`src/light_pkg.sv`:
```
// shared constants for the LED light bar subsystem
// band count and widths are fixed by the eight-LED bar
`default_nettype none

package light_pkg;

    localparam int num_bands = 8;
    localparam int level_w   = 8;
    localparam int mode_w    = 4;
    localparam int flat_w    = num_bands * level_w;

    // effect codes
    localparam logic [2:0] effect_spectrum = 3'd0;
    localparam logic [2:0] effect_pulse    = 3'd1;
    localparam logic [2:0] effect_wave     = 3'd2;
    localparam logic [2:0] effect_star     = 3'd3;
    localparam logic [2:0] effect_chase    = 3'd4;
    localparam logic [2:0] effect_fade     = 3'd5;
    localparam logic [2:0] effect_random   = 3'd6;
    localparam logic [2:0] effect_vu_meter = 3'd7;

    // level thresholds, all compared with >
    localparam logic [level_w-1:0] spectrum_on = 8'd128;
    localparam logic [level_w-1:0] pulse_thr   = 8'd200;
    localparam logic [level_w-1:0] star_thr    = 8'd180;
    localparam logic [level_w-1:0] wave_thr    = 8'd150;
    localparam logic [level_w-1:0] star_min    = 8'd100;

    localparam int chase_step_bits  = 18;
    localparam int random_step_bits = 16;

    // register word addresses
    localparam logic [3:0] reg_mode       = 4'd0;
    localparam logic [3:0] reg_decay      = 4'd1;
    localparam logic [3:0] reg_status     = 4'd2;
    localparam logic [3:0] reg_level_base = 4'd8;

    localparam logic [mode_w-1:0]  mode_reset  = {1'b0, effect_spectrum};
    localparam logic [level_w-1:0] decay_reset = 8'd4;

endpackage

`default_nettype wire
```
`src/light_top.sv`:
```
// light bar subsystem top, Wishbone classic slave plus band input
// led_pattern is active low, all ones after reset
// single clock domain, no brightness PWM
`timescale 1ns/10ps
`default_nettype none

module light_top (
    input  logic                             clk,
    input  logic                             rst_n,
    input  logic                             wb_cyc,
    input  logic                             wb_stb,
    input  logic                             wb_we,
    input  logic [3:0]                       wb_adr,
    input  logic [7:0]                       wb_dat_i,
    output logic [7:0]                       wb_dat_o,
    output logic                             wb_ack,
    input  logic                             band_valid,
    input  logic [2:0]                       band_index,
    input  logic [light_pkg::level_w-1:0]    band_level,
    output logic [light_pkg::num_bands-1:0]  led_pattern
);
    import light_pkg::*;

    logic [flat_w-1:0]  held_flat;
    logic               frame_done;
    logic [mode_w-1:0]  mode;
    logic [level_w-1:0] decay;
    logic [2:0]         active_effect;

    band_hold u_band_hold (
        .clk        (clk),
        .rst_n      (rst_n),
        .band_valid (band_valid),
        .band_index (band_index),
        .band_level (band_level),
        .decay      (decay),
        .held_flat  (held_flat),
        .frame_done (frame_done)
    );

    light_regs u_light_regs (
        .clk           (clk),
        .rst_n         (rst_n),
        .wb_cyc        (wb_cyc),
        .wb_stb        (wb_stb),
        .wb_we         (wb_we),
        .wb_adr        (wb_adr),
        .wb_dat_i      (wb_dat_i),
        .wb_dat_o      (wb_dat_o),
        .wb_ack        (wb_ack),
        .held_flat     (held_flat),
        .frame_done    (frame_done),
        .active_effect (active_effect),
        .mode          (mode),
        .decay         (decay)
    );

    light_effects u_light_effects (
        .clk           (clk),
        .rst_n         (rst_n),
        .held_flat     (held_flat),
        .mode          (mode),
        .active_effect (active_effect),
        .led_pattern   (led_pattern)
    );

endmodule

`default_nettype wire

```
`src/light_effects.sv`:
```
// turns held band levels and the mode into an active-low LED pattern
// auto mode picks pulse, star, wave or spectrum from band thresholds
// pattern is registered, auto choice adds one more cycle of latency
`timescale 1ns/10ps
`default_nettype none

module light_effects (
    input  logic                             clk,
    input  logic                             rst_n,
    input  logic [light_pkg::flat_w-1:0]     held_flat,
    input  logic [light_pkg::mode_w-1:0]     mode,
    output logic [2:0]                       active_effect,
    output logic [light_pkg::num_bands-1:0]  led_pattern
);
    import light_pkg::*;

    logic [level_w-1:0]   lvl [num_bands];
    logic [level_w-1:0]   brightness [num_bands];
    logic [23:0]          effect_counter;
    logic [2:0]           auto_effect;
    logic [num_bands-1:0] chase_position;
    logic [level_w-1:0]   fade_level;
    logic [15:0]          random_seed;
    logic [10:0]          vu_sum;
    logic                 chase_step;
    logic                 random_step;

    always_comb begin
        for (int i = 0; i < num_bands; i++) begin
            lvl[i] = held_flat[i*level_w +: level_w];
        end
    end

    assign active_effect = mode[mode_w-1] ? auto_effect : mode[2:0];

    // bass energy over bands 0..3
    assign vu_sum = 11'(lvl[0]) + 11'(lvl[1]) + 11'(lvl[2]) + 11'(lvl[3]);

    assign chase_step  = (effect_counter[chase_step_bits-1:0] == '0);
    assign random_step = (effect_counter[random_step_bits-1:0] == '0);

    // --------------------
    // auto selector
    // --------------------
    always_ff @(posedge clk or negedge rst_n) begin
        if (!rst_n) begin
            auto_effect <= effect_spectrum;
        end else if (lvl[0] > pulse_thr && lvl[1] > pulse_thr) begin
            auto_effect <= effect_pulse;
        end else if (lvl[6] > star_thr && lvl[7] > star_thr) begin
            auto_effect <= effect_star;
        end else if (lvl[3] > wave_thr && lvl[4] > wave_thr) begin
            auto_effect <= effect_wave;
        end else begin
            auto_effect <= effect_spectrum;
        end
    end

    // free-running effect counter
    always_ff @(posedge clk or negedge rst_n) begin
        if (!rst_n) begin
            effect_counter <= '0;
        end else begin
            effect_counter <= effect_counter + 24'd1;
        end
    end

    // wave phases, one eighth of a turn apart per LED
    always_ff @(posedge clk) begin
        for (int i = 0; i < num_bands; i++) begin
            brightness[i] <= effect_counter[18:11] + {3'(i), 5'd0};
        end
    end

    // --------------------
    // effect generator
    // --------------------
    always_ff @(posedge clk or negedge rst_n) begin
        if (!rst_n) begin
            led_pattern    <= '1;
            chase_position <= 8'b0000_0001;
            fade_level     <= '0;
            random_seed    <= 16'hA5A5;
        end else begin
            case (active_effect)
                effect_spectrum: begin
                    for (int i = 0; i < num_bands; i++) begin
                        led_pattern[i] <= !(lvl[i] > spectrum_on);
                    end
                end
                effect_pulse: begin
                    // triangle ramp against half the bass level
                    if (!effect_counter[19]) begin
                        fade_level <= effect_counter[19:12];
                    end else begin
                        fade_level <= 8'd255 - effect_counter[19:12];
                    end
                    led_pattern <= {num_bands{fade_level > (lvl[0] >> 1)}};
                end
                effect_wave: begin
                    for (int i = 0; i < num_bands; i++) begin
                        led_pattern[i] <= !(brightness[i] > 8'd128);
                    end
                end
                effect_star: begin
                    random_seed <= {random_seed[14:0], random_seed[15] ^ random_seed[13]};
                    for (int i = 0; i < num_bands; i++) begin
                        led_pattern[i] <= !(random_seed[i] && lvl[i] > star_min);
                    end
                end
                effect_chase: begin
                    if (chase_step) begin
                        chase_position <= {chase_position[num_bands-2:0],
                                           chase_position[num_bands-1]};
                    end
                    led_pattern <= ~chase_position;
                end
                effect_fade: begin
                    fade_level <= effect_counter[19:12];
                    for (int i = 0; i < num_bands; i++) begin
                        led_pattern[i] <= !(fade_level > {3'(i), 5'd0});
                    end
                end
                effect_random: begin
                    if (random_step) begin
                        random_seed <= {random_seed[14:0],
                                        random_seed[15] ^ random_seed[13]};
                        led_pattern <= random_seed[num_bands-1:0];
                    end
                end
                default: begin
                    // vu meter, low n LEDs lit
                    if (vu_sum[10]) begin
                        led_pattern <= '0;
                    end else begin
                        led_pattern <= 8'hFF << vu_sum[9:7];
                    end
                end
            endcase
        end
    end

endmodule

`default_nettype wire

```
`src/light_regs.sv`:
```
// Wishbone classic slave, one-cycle ack, no wait states, no err
// master must drop stb after ack
// unmapped addresses read zero and ignore writes
`timescale 1ns/10ps
`default_nettype none

module light_regs (
    input  logic                             clk,
    input  logic                             rst_n,
    input  logic                             wb_cyc,
    input  logic                             wb_stb,
    input  logic                             wb_we,
    input  logic [3:0]                       wb_adr,
    input  logic [7:0]                       wb_dat_i,
    output logic [7:0]                       wb_dat_o,
    output logic                             wb_ack,
    input  logic [light_pkg::flat_w-1:0]     held_flat,
    input  logic                             frame_done,
    input  logic [2:0]                       active_effect,
    output logic [light_pkg::mode_w-1:0]     mode,
    output logic [light_pkg::level_w-1:0]    decay
);
    import light_pkg::*;

    logic       req;
    logic [4:0] frame_cnt;
    logic [7:0] rd_data;

    // a request is served once, the ack cycle is not a new request
    assign req = wb_cyc && wb_stb && !wb_ack;

    // --------------------
    // read mux
    // --------------------
    always_comb begin
        rd_data = '0;
        if (wb_adr >= reg_level_base) begin
            rd_data = held_flat[wb_adr[2:0]*level_w +: level_w];
        end else begin
            case (wb_adr)
                reg_mode:   rd_data = {{(8 - mode_w){1'b0}}, mode};
                reg_decay:  rd_data = decay;
                reg_status: rd_data = {frame_cnt, active_effect};
                default:    rd_data = '0;
            endcase
        end
    end

    // --------------------
    // bus handshake and registers
    // --------------------
    always_ff @(posedge clk or negedge rst_n) begin
        if (!rst_n) begin
            wb_ack   <= 1'b0;
            wb_dat_o <= '0;
            mode     <= mode_reset;
            decay    <= decay_reset;
        end else begin
            wb_ack <= req;
            if (req) begin
                wb_dat_o <= wb_we ? 8'h00 : rd_data;
            end
            if (req && wb_we) begin
                case (wb_adr)
                    reg_mode:  mode  <= wb_dat_i[mode_w-1:0];
                    reg_decay: decay <= wb_dat_i;
                    default:   ;
                endcase
            end
        end
    end

    // frame count for status, wraps
    always_ff @(posedge clk or negedge rst_n) begin
        if (!rst_n) begin
            frame_cnt <= '0;
        end else if (frame_done) begin
            frame_cnt <= frame_cnt + 5'd1;
        end
    end

endmodule

`default_nettype wire

```
`src/band_hold.sv`:
```
// collects eight band samples per frame, index 7 closes the frame
// no back-pressure, the source must pace its samples
// frame buffer holds bands 0..6 only and is not reset
`timescale 1ns/10ps
`default_nettype none

module band_hold (
    input  logic                             clk,
    input  logic                             rst_n,
    input  logic                             band_valid,
    input  logic [2:0]                       band_index,
    input  logic [light_pkg::level_w-1:0]    band_level,
    input  logic [light_pkg::level_w-1:0]    decay,
    output logic [light_pkg::flat_w-1:0]     held_flat,
    output logic                             frame_done
);
    import light_pkg::*;

    logic [level_w-1:0] frame_buf [num_bands-1];
    logic [flat_w-1:0]  next_held;
    logic               frame_end;

    // max of new sample and old level minus step, floored at zero
    function automatic logic [level_w-1:0] peak_hold(
        input logic [level_w-1:0] old_lvl,
        input logic [level_w-1:0] sample,
        input logic [level_w-1:0] step
    );
        logic [level_w-1:0] decayed;
        decayed = (old_lvl > step) ? old_lvl - step : '0;
        return (sample > decayed) ? sample : decayed;
    endfunction

    assign frame_end = band_valid && (band_index == 3'(num_bands - 1));

    // --------------------
    // frame buffer
    // --------------------
    always_ff @(posedge clk) begin
        if (band_valid && !frame_end) begin
            frame_buf[band_index] <= band_level;
        end
    end

    // last band comes straight from the input
    always_comb begin
        for (int i = 0; i < num_bands - 1; i++) begin
            next_held[i*level_w +: level_w] =
                peak_hold(held_flat[i*level_w +: level_w], frame_buf[i], decay);
        end
        next_held[flat_w-1 -: level_w] =
            peak_hold(held_flat[flat_w-1 -: level_w], band_level, decay);
    end

    // --------------------
    // held levels
    // --------------------
    always_ff @(posedge clk or negedge rst_n) begin
        if (!rst_n) begin
            held_flat  <= '0;
            frame_done <= 1'b0;
        end else begin
            frame_done <= frame_end;
            if (frame_end) begin
                held_flat <= next_held;
            end
        end
    end

endmodule

`default_nettype wire

```
`config.mk`:
```
export PLATFORM = sky130hd
export DESIGN_NAME = light_top
export DESIGN_NICKNAME = d
export VERILOG_FILES = /design/src/light_pkg.sv /design/src/light_top.sv /design/src/light_effects.sv /design/src/light_regs.sv /design/src/band_hold.sv
export SDC_FILE = /design/constraint.sdc
export NUM_CORES = 1
export LEC_CHECK = 0
export ABC_CLOCK_PERIOD_IN_PS = 3800
export BUFFER_PORTS_ARGS = -buffer_cell sky130_fd_sc_hd__buf_2
export CAP_MARGIN = 20
export CORE_ASPECT_RATIO = 0.75
export CORE_MARGIN = 10
export CORE_UTILIZATION = 30
export CTS_BUF_LIST = sky130_fd_sc_hd__clkbuf_8 sky130_fd_sc_hd__clkbuf_16
export DETAILED_ROUTE_END_ITERATION = 6
export PLACE_DENSITY_LB_ADDON = 0.12
export SLEW_MARGIN = 0
export SYNTH_ARGS = -nofsm -noshare
export SYNTH_HDL_FRONTEND = slang
export SYNTH_SLANG_ARGS = --single-unit
```
`constraint.sdc`:
```
create_clock -name clk -period 3.8 [get_ports clk]
set_clock_uncertainty 0.05 [all_clocks]
set_input_delay 0.57 -clock clk [delete_from_list [all_inputs] [get_ports clk]]
set_output_delay 0.57 -clock clk [all_outputs]
set_load 0.02 [all_outputs]
```
==> results of run 1 <==
cell usage in the layout (no fill, tap or decap), types with 34 or more instances in the layout:
master,count
ha_1,121
o21ai_0,68
inv_1,91
nand4_1,46
dfrtp_1,132
a21oi_1,90
buf_2,44
buf_4,207
edfxtp_1,56
nor2_1,103
nand2_1,138
ha_4,34
a21o_1,34
xnor2_1,42
mux2_2,41
nand3_1,46
what timing repair did:
item	in CTS	in global routing
gates cloned	1	3
setup endpoints to repair	71	71
buffers inserted	13	46
pin swaps	33	137
endpoints found under the hold margin	13	0
resized for setup	69	225
hold buffers	1	0
flip-flops by register name, summed over array words and instances, names as in the netlist, 5 cells and up:
name / count
u_band_hold.held_flat: 64
u_band_hold.frame_buf: 56
u_light_effects.effect_counter: 20
u_light_effects.brightness: 19
u_light_effects.random_seed: 16
u_light_effects.chase_position: 8
u_light_effects.fade_level: 8
u_light_effects.led_pattern: 8
u_light_regs.decay: 8
u_light_regs.wb_dat_o: 8
u_light_regs.frame_cnt: 5
per-stage QoR:
step | worst slack, ns | total power [uW] | utilization | area (um2) | TNS [ns]
6_report | -0.0647 | 22700 | 0.404 | 21000 | -0.0933
3_5_place_dp | -0.238 | 16300 | 0.352 | 18300 | -9.32
2_1_floorplan | -0.00342 | 11300 | - | 15800 | -0.00342
5_1_grt | -0.207 | 24500 | 0.404 | 21000 | -6.02
3_3_place_gp | -0.221 | 16300 | 0.352 | 18300 | -7.14
4_1_cts | -0.0511 | 20100 | 0.379 | 19700 | -0.0806
cell type report:
class | count | area [um2]
Clock inverter | 11 | 96.3
Sequential cell | 228 | 5920
Inverter | 100 | 385
Tap cell | 703 | 880
Fill cell | 5143 | 30900
Timing Repair Buffer | 294 | 2360
Clock buffer | 39 | 875
Multi-Input combinational cell | 1286 | 10400
metal layers:
| metal | vias up | wire, um |
|---|---|---|
| li1 | 6692 | - |
| met1 | 6968 | 29800 |
| met2 | 358 | 23800 |
| met3 | 50 | 3430 |
| met4 | 0 | 932 |
| met5 | - | 0 |
path summary, 6_finish.rpt:
kind / slack [ns] / from / depth (start not counted) / endpoint
hold reg to reg: 0.39 / u_light_effects.effect_counter[16] / 0 / u_light_effects.brightness[0][21]
min in group asynchronous: 0.54 / rst_n / 2 / u_light_effects.effect_counter[4]
setup / recovery: -0.06 / u_light_regs.decay[0] / 19 / u_band_hold.held_flat[28]
setup reg to reg: -0.06 / u_light_regs.decay[0] / 19 / u_band_hold.held_flat[28]
max in group asynchronous: 2.29 / rst_n / 3 / u_light_regs.decay[2]
hold / removal: 0.16 / wb_dat_i[6] / 2 / u_light_regs.decay[6]
power breakdown:
part	switching, uW	internal [uW]
Sequential	626	3020
Clock	1170	1670
Combinational	8280	7980
cell families after synthesis:
kind of cell,Yosys count,share of synthesized area
fa+ha+maj,174,0.145
xor+xnor,64,0.0354
mux,80,0.0667
simple gates,515,0.159
compound gates,453,0.183
buf+inv,143,0.0368
flops,228,0.374
==> impl_metrics.toml, run 1 <==
[run_status]
status = "finished with violations"
failed_checks = "setup timing"

[placed_design]
io_buffers = 45
hpwlAfterDp_um = 42800
place_congestion = 0.928
place_inst = 2552

[yosys]
synth_top_area_share = 0.213
ys_seq_elements = 228
synthArstFlopShare = 0.671
synth_cell_types = 75
synthTopCellsByArea = "dfrtp_1, ha_1, edfxtp_1"
synthTopCellsByCount = "ha_1, nand2_1, dfrtp_1, nor2_1, a21oi_1"
synth_edf_count = 56
netlist_area_mm2 = 0.0158
synth_most_common_cell = "ha_1"
synth_top_area_cell = "dfrtp_1"
synth_fp_nets = 1860
avgSynthCellArea_um2 = 9.55
ys_warn_count = 0
ys_seq_area_frac = 0.374
synthCells = 1657
ys.flop_type = "dfrtp_1"

[clock_network]
cts_buffers = 27
cts_root_buf = "clkbuf_16"
clk-insertion-delay-late_ns = 0.60
cts.path.max_buffers = 3
cts_tree = "done"
h-tree-depth = 1
clk_pin_slew_ns = 0.07
cts.sinks = 228

[sta]
max_slew.worst_pin.slew_ns = 1.04
hold_viol_final = 0
clock.fmax_ghz = 0.259
fin_crit_sh = 1.02
fin_ws_ns = -0.0647
finalMaxSlewViolations = 0
rsz0062_at_grt = "true"
setup-violations-final = 3
fin_crit_ns = 3.86
hold_slack_ns = 0.160
slew_headroom = 0.289

[routing]
drtAntennaViolNets = 0
avgViaCountPerCell = 5.29
routedWlPerCell_um = 21.8
drcViolationCount = 0
initialDrtViolationCount = 1260
routed_wl_um = 58000
vias = 14100
first_pass_iters = 6

[pwr]
p_leak_uw = 0.00878
p_per_area_mw_per_mm2 = 1090
peakVddDrop_mv = 0.571

[global_routing]
use_met1 = 0.276
first_global_vias = 13400
grt.busiest_layer = "met1"
grt_max_degree = 75
grtUsageMet2 = 0.251
grt_pass1_wl_um = 85400
antenna_found_initial = 7
grt_usage = 0.177
met3_usage = 0.0285
grt-ovfl-total = 0

[floorplan]
start_util = 0.305
die_y_um = 219
rows = 72
io_pins = 46
dieArea_mm2 = 0.0624
fp.coreArea_mm2 = 0.0519
die_w_um = 285

[finish]
nets = 2140
instances_no_fill = 2661
antenna_cells = 0
area_delta_synth_final_pct = 32.4
drive_gt1_frac = 0.318

[critical_path]
crit_type = "flop to flop"
path_buf_inv = 6
cp_top_family = "compound AO/OA/AOI/OAI gates"
cp_slowest_stage_delay_ns = 0.40
path_common_cell = "buf_4"
arrival_ns = 4.29
worst_path_max_delay_cell = "dfrtp_2"
critical_path.cell_chain = "buf_6, buf_6, ha_4, inv_2, fa_2, a211oi_4, buf_4, o21ai_2, a31oi_1, nor2_1, buf_4, o211ai_1, ha_1, nand4_1, nor2_1, o31a_1, buf_4, mux2i_1, mux2_4"
cp.required_ns = 4.23
path_max_fanout = 5
start_kind = "flop"
cp-end-kind = "flop"

[hold_path]
hp-class = "primary input to flop"

[flow_run]
drv_cap = 0
(Power assumes the default switching activity.)
==> inputs of run 2 (changes only) <==
Settings changed: BUFFER_PORTS_ARGS -buffer_cell sky130_fd_sc_hd__buf_2 to -buffer_cell sky130_fd_sc_hd__buf_4.
==> run 2 against run 1 <==
Effect of this change:
- the run still ends with setup timing left
- design area up 2.0%
- critical path depth down 1
- register-to-register slack worse by 0.02 ns
- combinational power about the same
==> impl_metrics.toml, run 2 (synthesized netlist as in run 1, its figures left out) <==
[hold_path]
hp-class = "primary input to flop"
whs_path_depth = 2
hold_end = "u_light_regs.decay[5]"
hold_path.startpoint = "wb_dat_i[5]"

[critical_path]
critPathLaunch = "u_light_regs.decay[2]"
cp_slowest_stage_delay_ns = 0.55
rrSetupSlack_ns = -0.08
worst_path_max_delay_cell = "dfstp_2"
start_kind = "flop"
cp.required_ns = 4.17
cp-end-kind = "flop"
path_max_fanout = 6
arrival_ns = 4.25
ff2ff_path_depth = 18
critical_path.cell_chain = "clkinvlp_4, buf_8, buf_6, ha_4, o21a_1, o31a_1, o21ai_0, a21oi_1, o21ai_2, ha_1, a21o_1, a21oi_2, nor2b_1, o22ai_1, o31a_1, buf_6, mux2i_1, o21ai_1"
r2r-start = "u_light_regs.decay[2]"
crit_type = "flop to flop"
r2r-end = "u_band_hold.held_flat[24]"

[routing]
vias = 14100
initialDrtViolationCount = 1208
routed_wl_um = 58100
drcViolationCount = 0
first_pass_iters = 5
routedWlPerCell_um = 21.7
avgViaCountPerCell = 5.27
drtAntennaViolNets = 0

[floorplan]
die_y_um = 219
dieArea_mm2 = 0.0624
rows = 72
fp.coreArea_mm2 = 0.0519
die_w_um = 285
io_pins = 46
start_util = 0.305

[sta]
hold_viol_final = 0
fin_crit_sh = 1.02
hold_slack_ns = 0.172
clock.fmax_ghz = 0.258
max_slew.worst_pin.slew_ns = 1.10
fin_crit_ns = 3.88
finalMaxSlewViolations = 0
rsz0062_at_grt = "true"
fin_ws_ns = -0.0827
setup-violations-final = 8
slew_headroom = 0.267

[finish]
area_delta_synth_final_pct = 35.0
final_common_cell = "buf_4"
regMostFlops = "u_band_hold.held_flat"
instances_no_fill = 2674
nets = 2152
mostFrequentLayoutCells = "buf_4, nand2_1, dfrtp_1, ha_1, nor2_1"
largest_register_ff_count = 64
drive_gt1_frac = 0.331
final_util = 0.412
largestRegisters = "u_band_hold.held_flat x64, u_band_hold.frame_buf x56, u_light_effects.effect_counter x20"

[placed_design]
place_congestion = 0.893
place_inst = 2558
hpwlAfterDp_um = 42900
io_buffers = 45

[run_status]
status = "finished with violations"
failed_checks = "setup timing"

[pwr]
p_per_area_mw_per_mm2 = 1080
peakVddDrop_mv = 0.575
p_leak_uw = 0.00895

[clock_network]
clk-insertion-delay-late_ns = 0.58
cts_tree = "done"
clk_pin_slew_ns = 0.06
cts_buffers = 27
cts.sinks = 228
cts_root_buf = "clkbuf_16"
h-tree-depth = 1
cts.path.max_buffers = 3

[global_routing]
first_global_vias = 13600
grt_max_degree = 100
antenna_found_initial = 5
grt_pass1_wl_um = 85400
grt-ovfl-total = 0
grt_usage = 0.177

[flow_run]
drv_cap = 0
==> run 2: changes by cell type in the layout (fill, tap and decap cells not counted), moves of 4 or more <==
cell	change
buf_2	-44
buf_4	+48
buf_6	+5
nand2_1	-5
nand2_2	+4
o21ai_0	-10
o21ai_2	+8
==> run 2: cell type report <==
| type | instances | area, um2 |
|---|---|---|
| fill | 5125 | 30500 |
| multi-input combinational | 1286 | 10600 |
| sequential | 228 | 5920 |
| timing repair buffer | 306 | 2620 |
| clock buffer | 42 | 950 |
| tap | 703 | 880 |
| inverter | 100 | 383 |
| clock inverter | 8 | 53.8 |
| antenna | 1 | 2.50 |
==> run 2: power breakdown <==
part	switching (uW)	total, uW	internal, uW
logic	8400	16600	8170
registers	650	3670	3020
clock network	1150	2880	1720
==> run 2: worst max path at each step <==
stage                                                 to  slack, ns  cells past startpoint
final                          u_band_hold.held_flat[24]      -0.08                     18
after global routing           u_band_hold.held_flat[60]      -0.21                     19
after CTS                      u_band_hold.held_flat[20]      -0.11                     14
after detailed placement       u_band_hold.held_flat[24]      -0.29                     17
after global placement    u_light_effects.led_pattern[0]      -0.26                     19
after floorplan                u_band_hold.held_flat[22]     -0.003                     15
==> run 2: repair_timing <==
action | CTS | global route
pin swaps | 23 | 178
gates cloned | 0 | 4
setup buffers | 14 | 49
gates resized for setup | 70 | 267
endpoints found under the hold margin | 0 | 16
hold buffers | 0 | 1
endpoints found under the setup margin | 67 | 71
==> run 2: metrics by stage <==
step	area (um2)	total power, uW	worst slack, ns	setup TNS [ns]
4_1_cts	19800	20200	-0.115	-1.79
2_1_floorplan	15800	11300	-0.00342	-0.00342
3_3_place_gp	18400	16300	-0.260	-6.51
3_5_place_dp	18400	16400	-0.294	-8.32
5_1_grt	21400	24900	-0.207	-7.40
6_report	21400	23100	-0.0827	-0.252
==> run 2: worst max-delay path: cells and delay by family (launching register included) <==
kind                       cells  cell delay, ns
buffers and inverters          4            0.63
AOI/OAI and AO/OA             10            1.72
DFF                            1            0.55
adders and majority gates      2            0.49
muxes                          1            0.20
and+or+nand+nor                1            0.05
==> run 2: metal layers <==
metal  vias up  wire length, um  track usage
li1       6722                -            -
met1      6992            30200        0.276
met2       319            23700        0.250
met3        62             3190       0.0291
met4         0              945       0.0324
met5         -                0            0
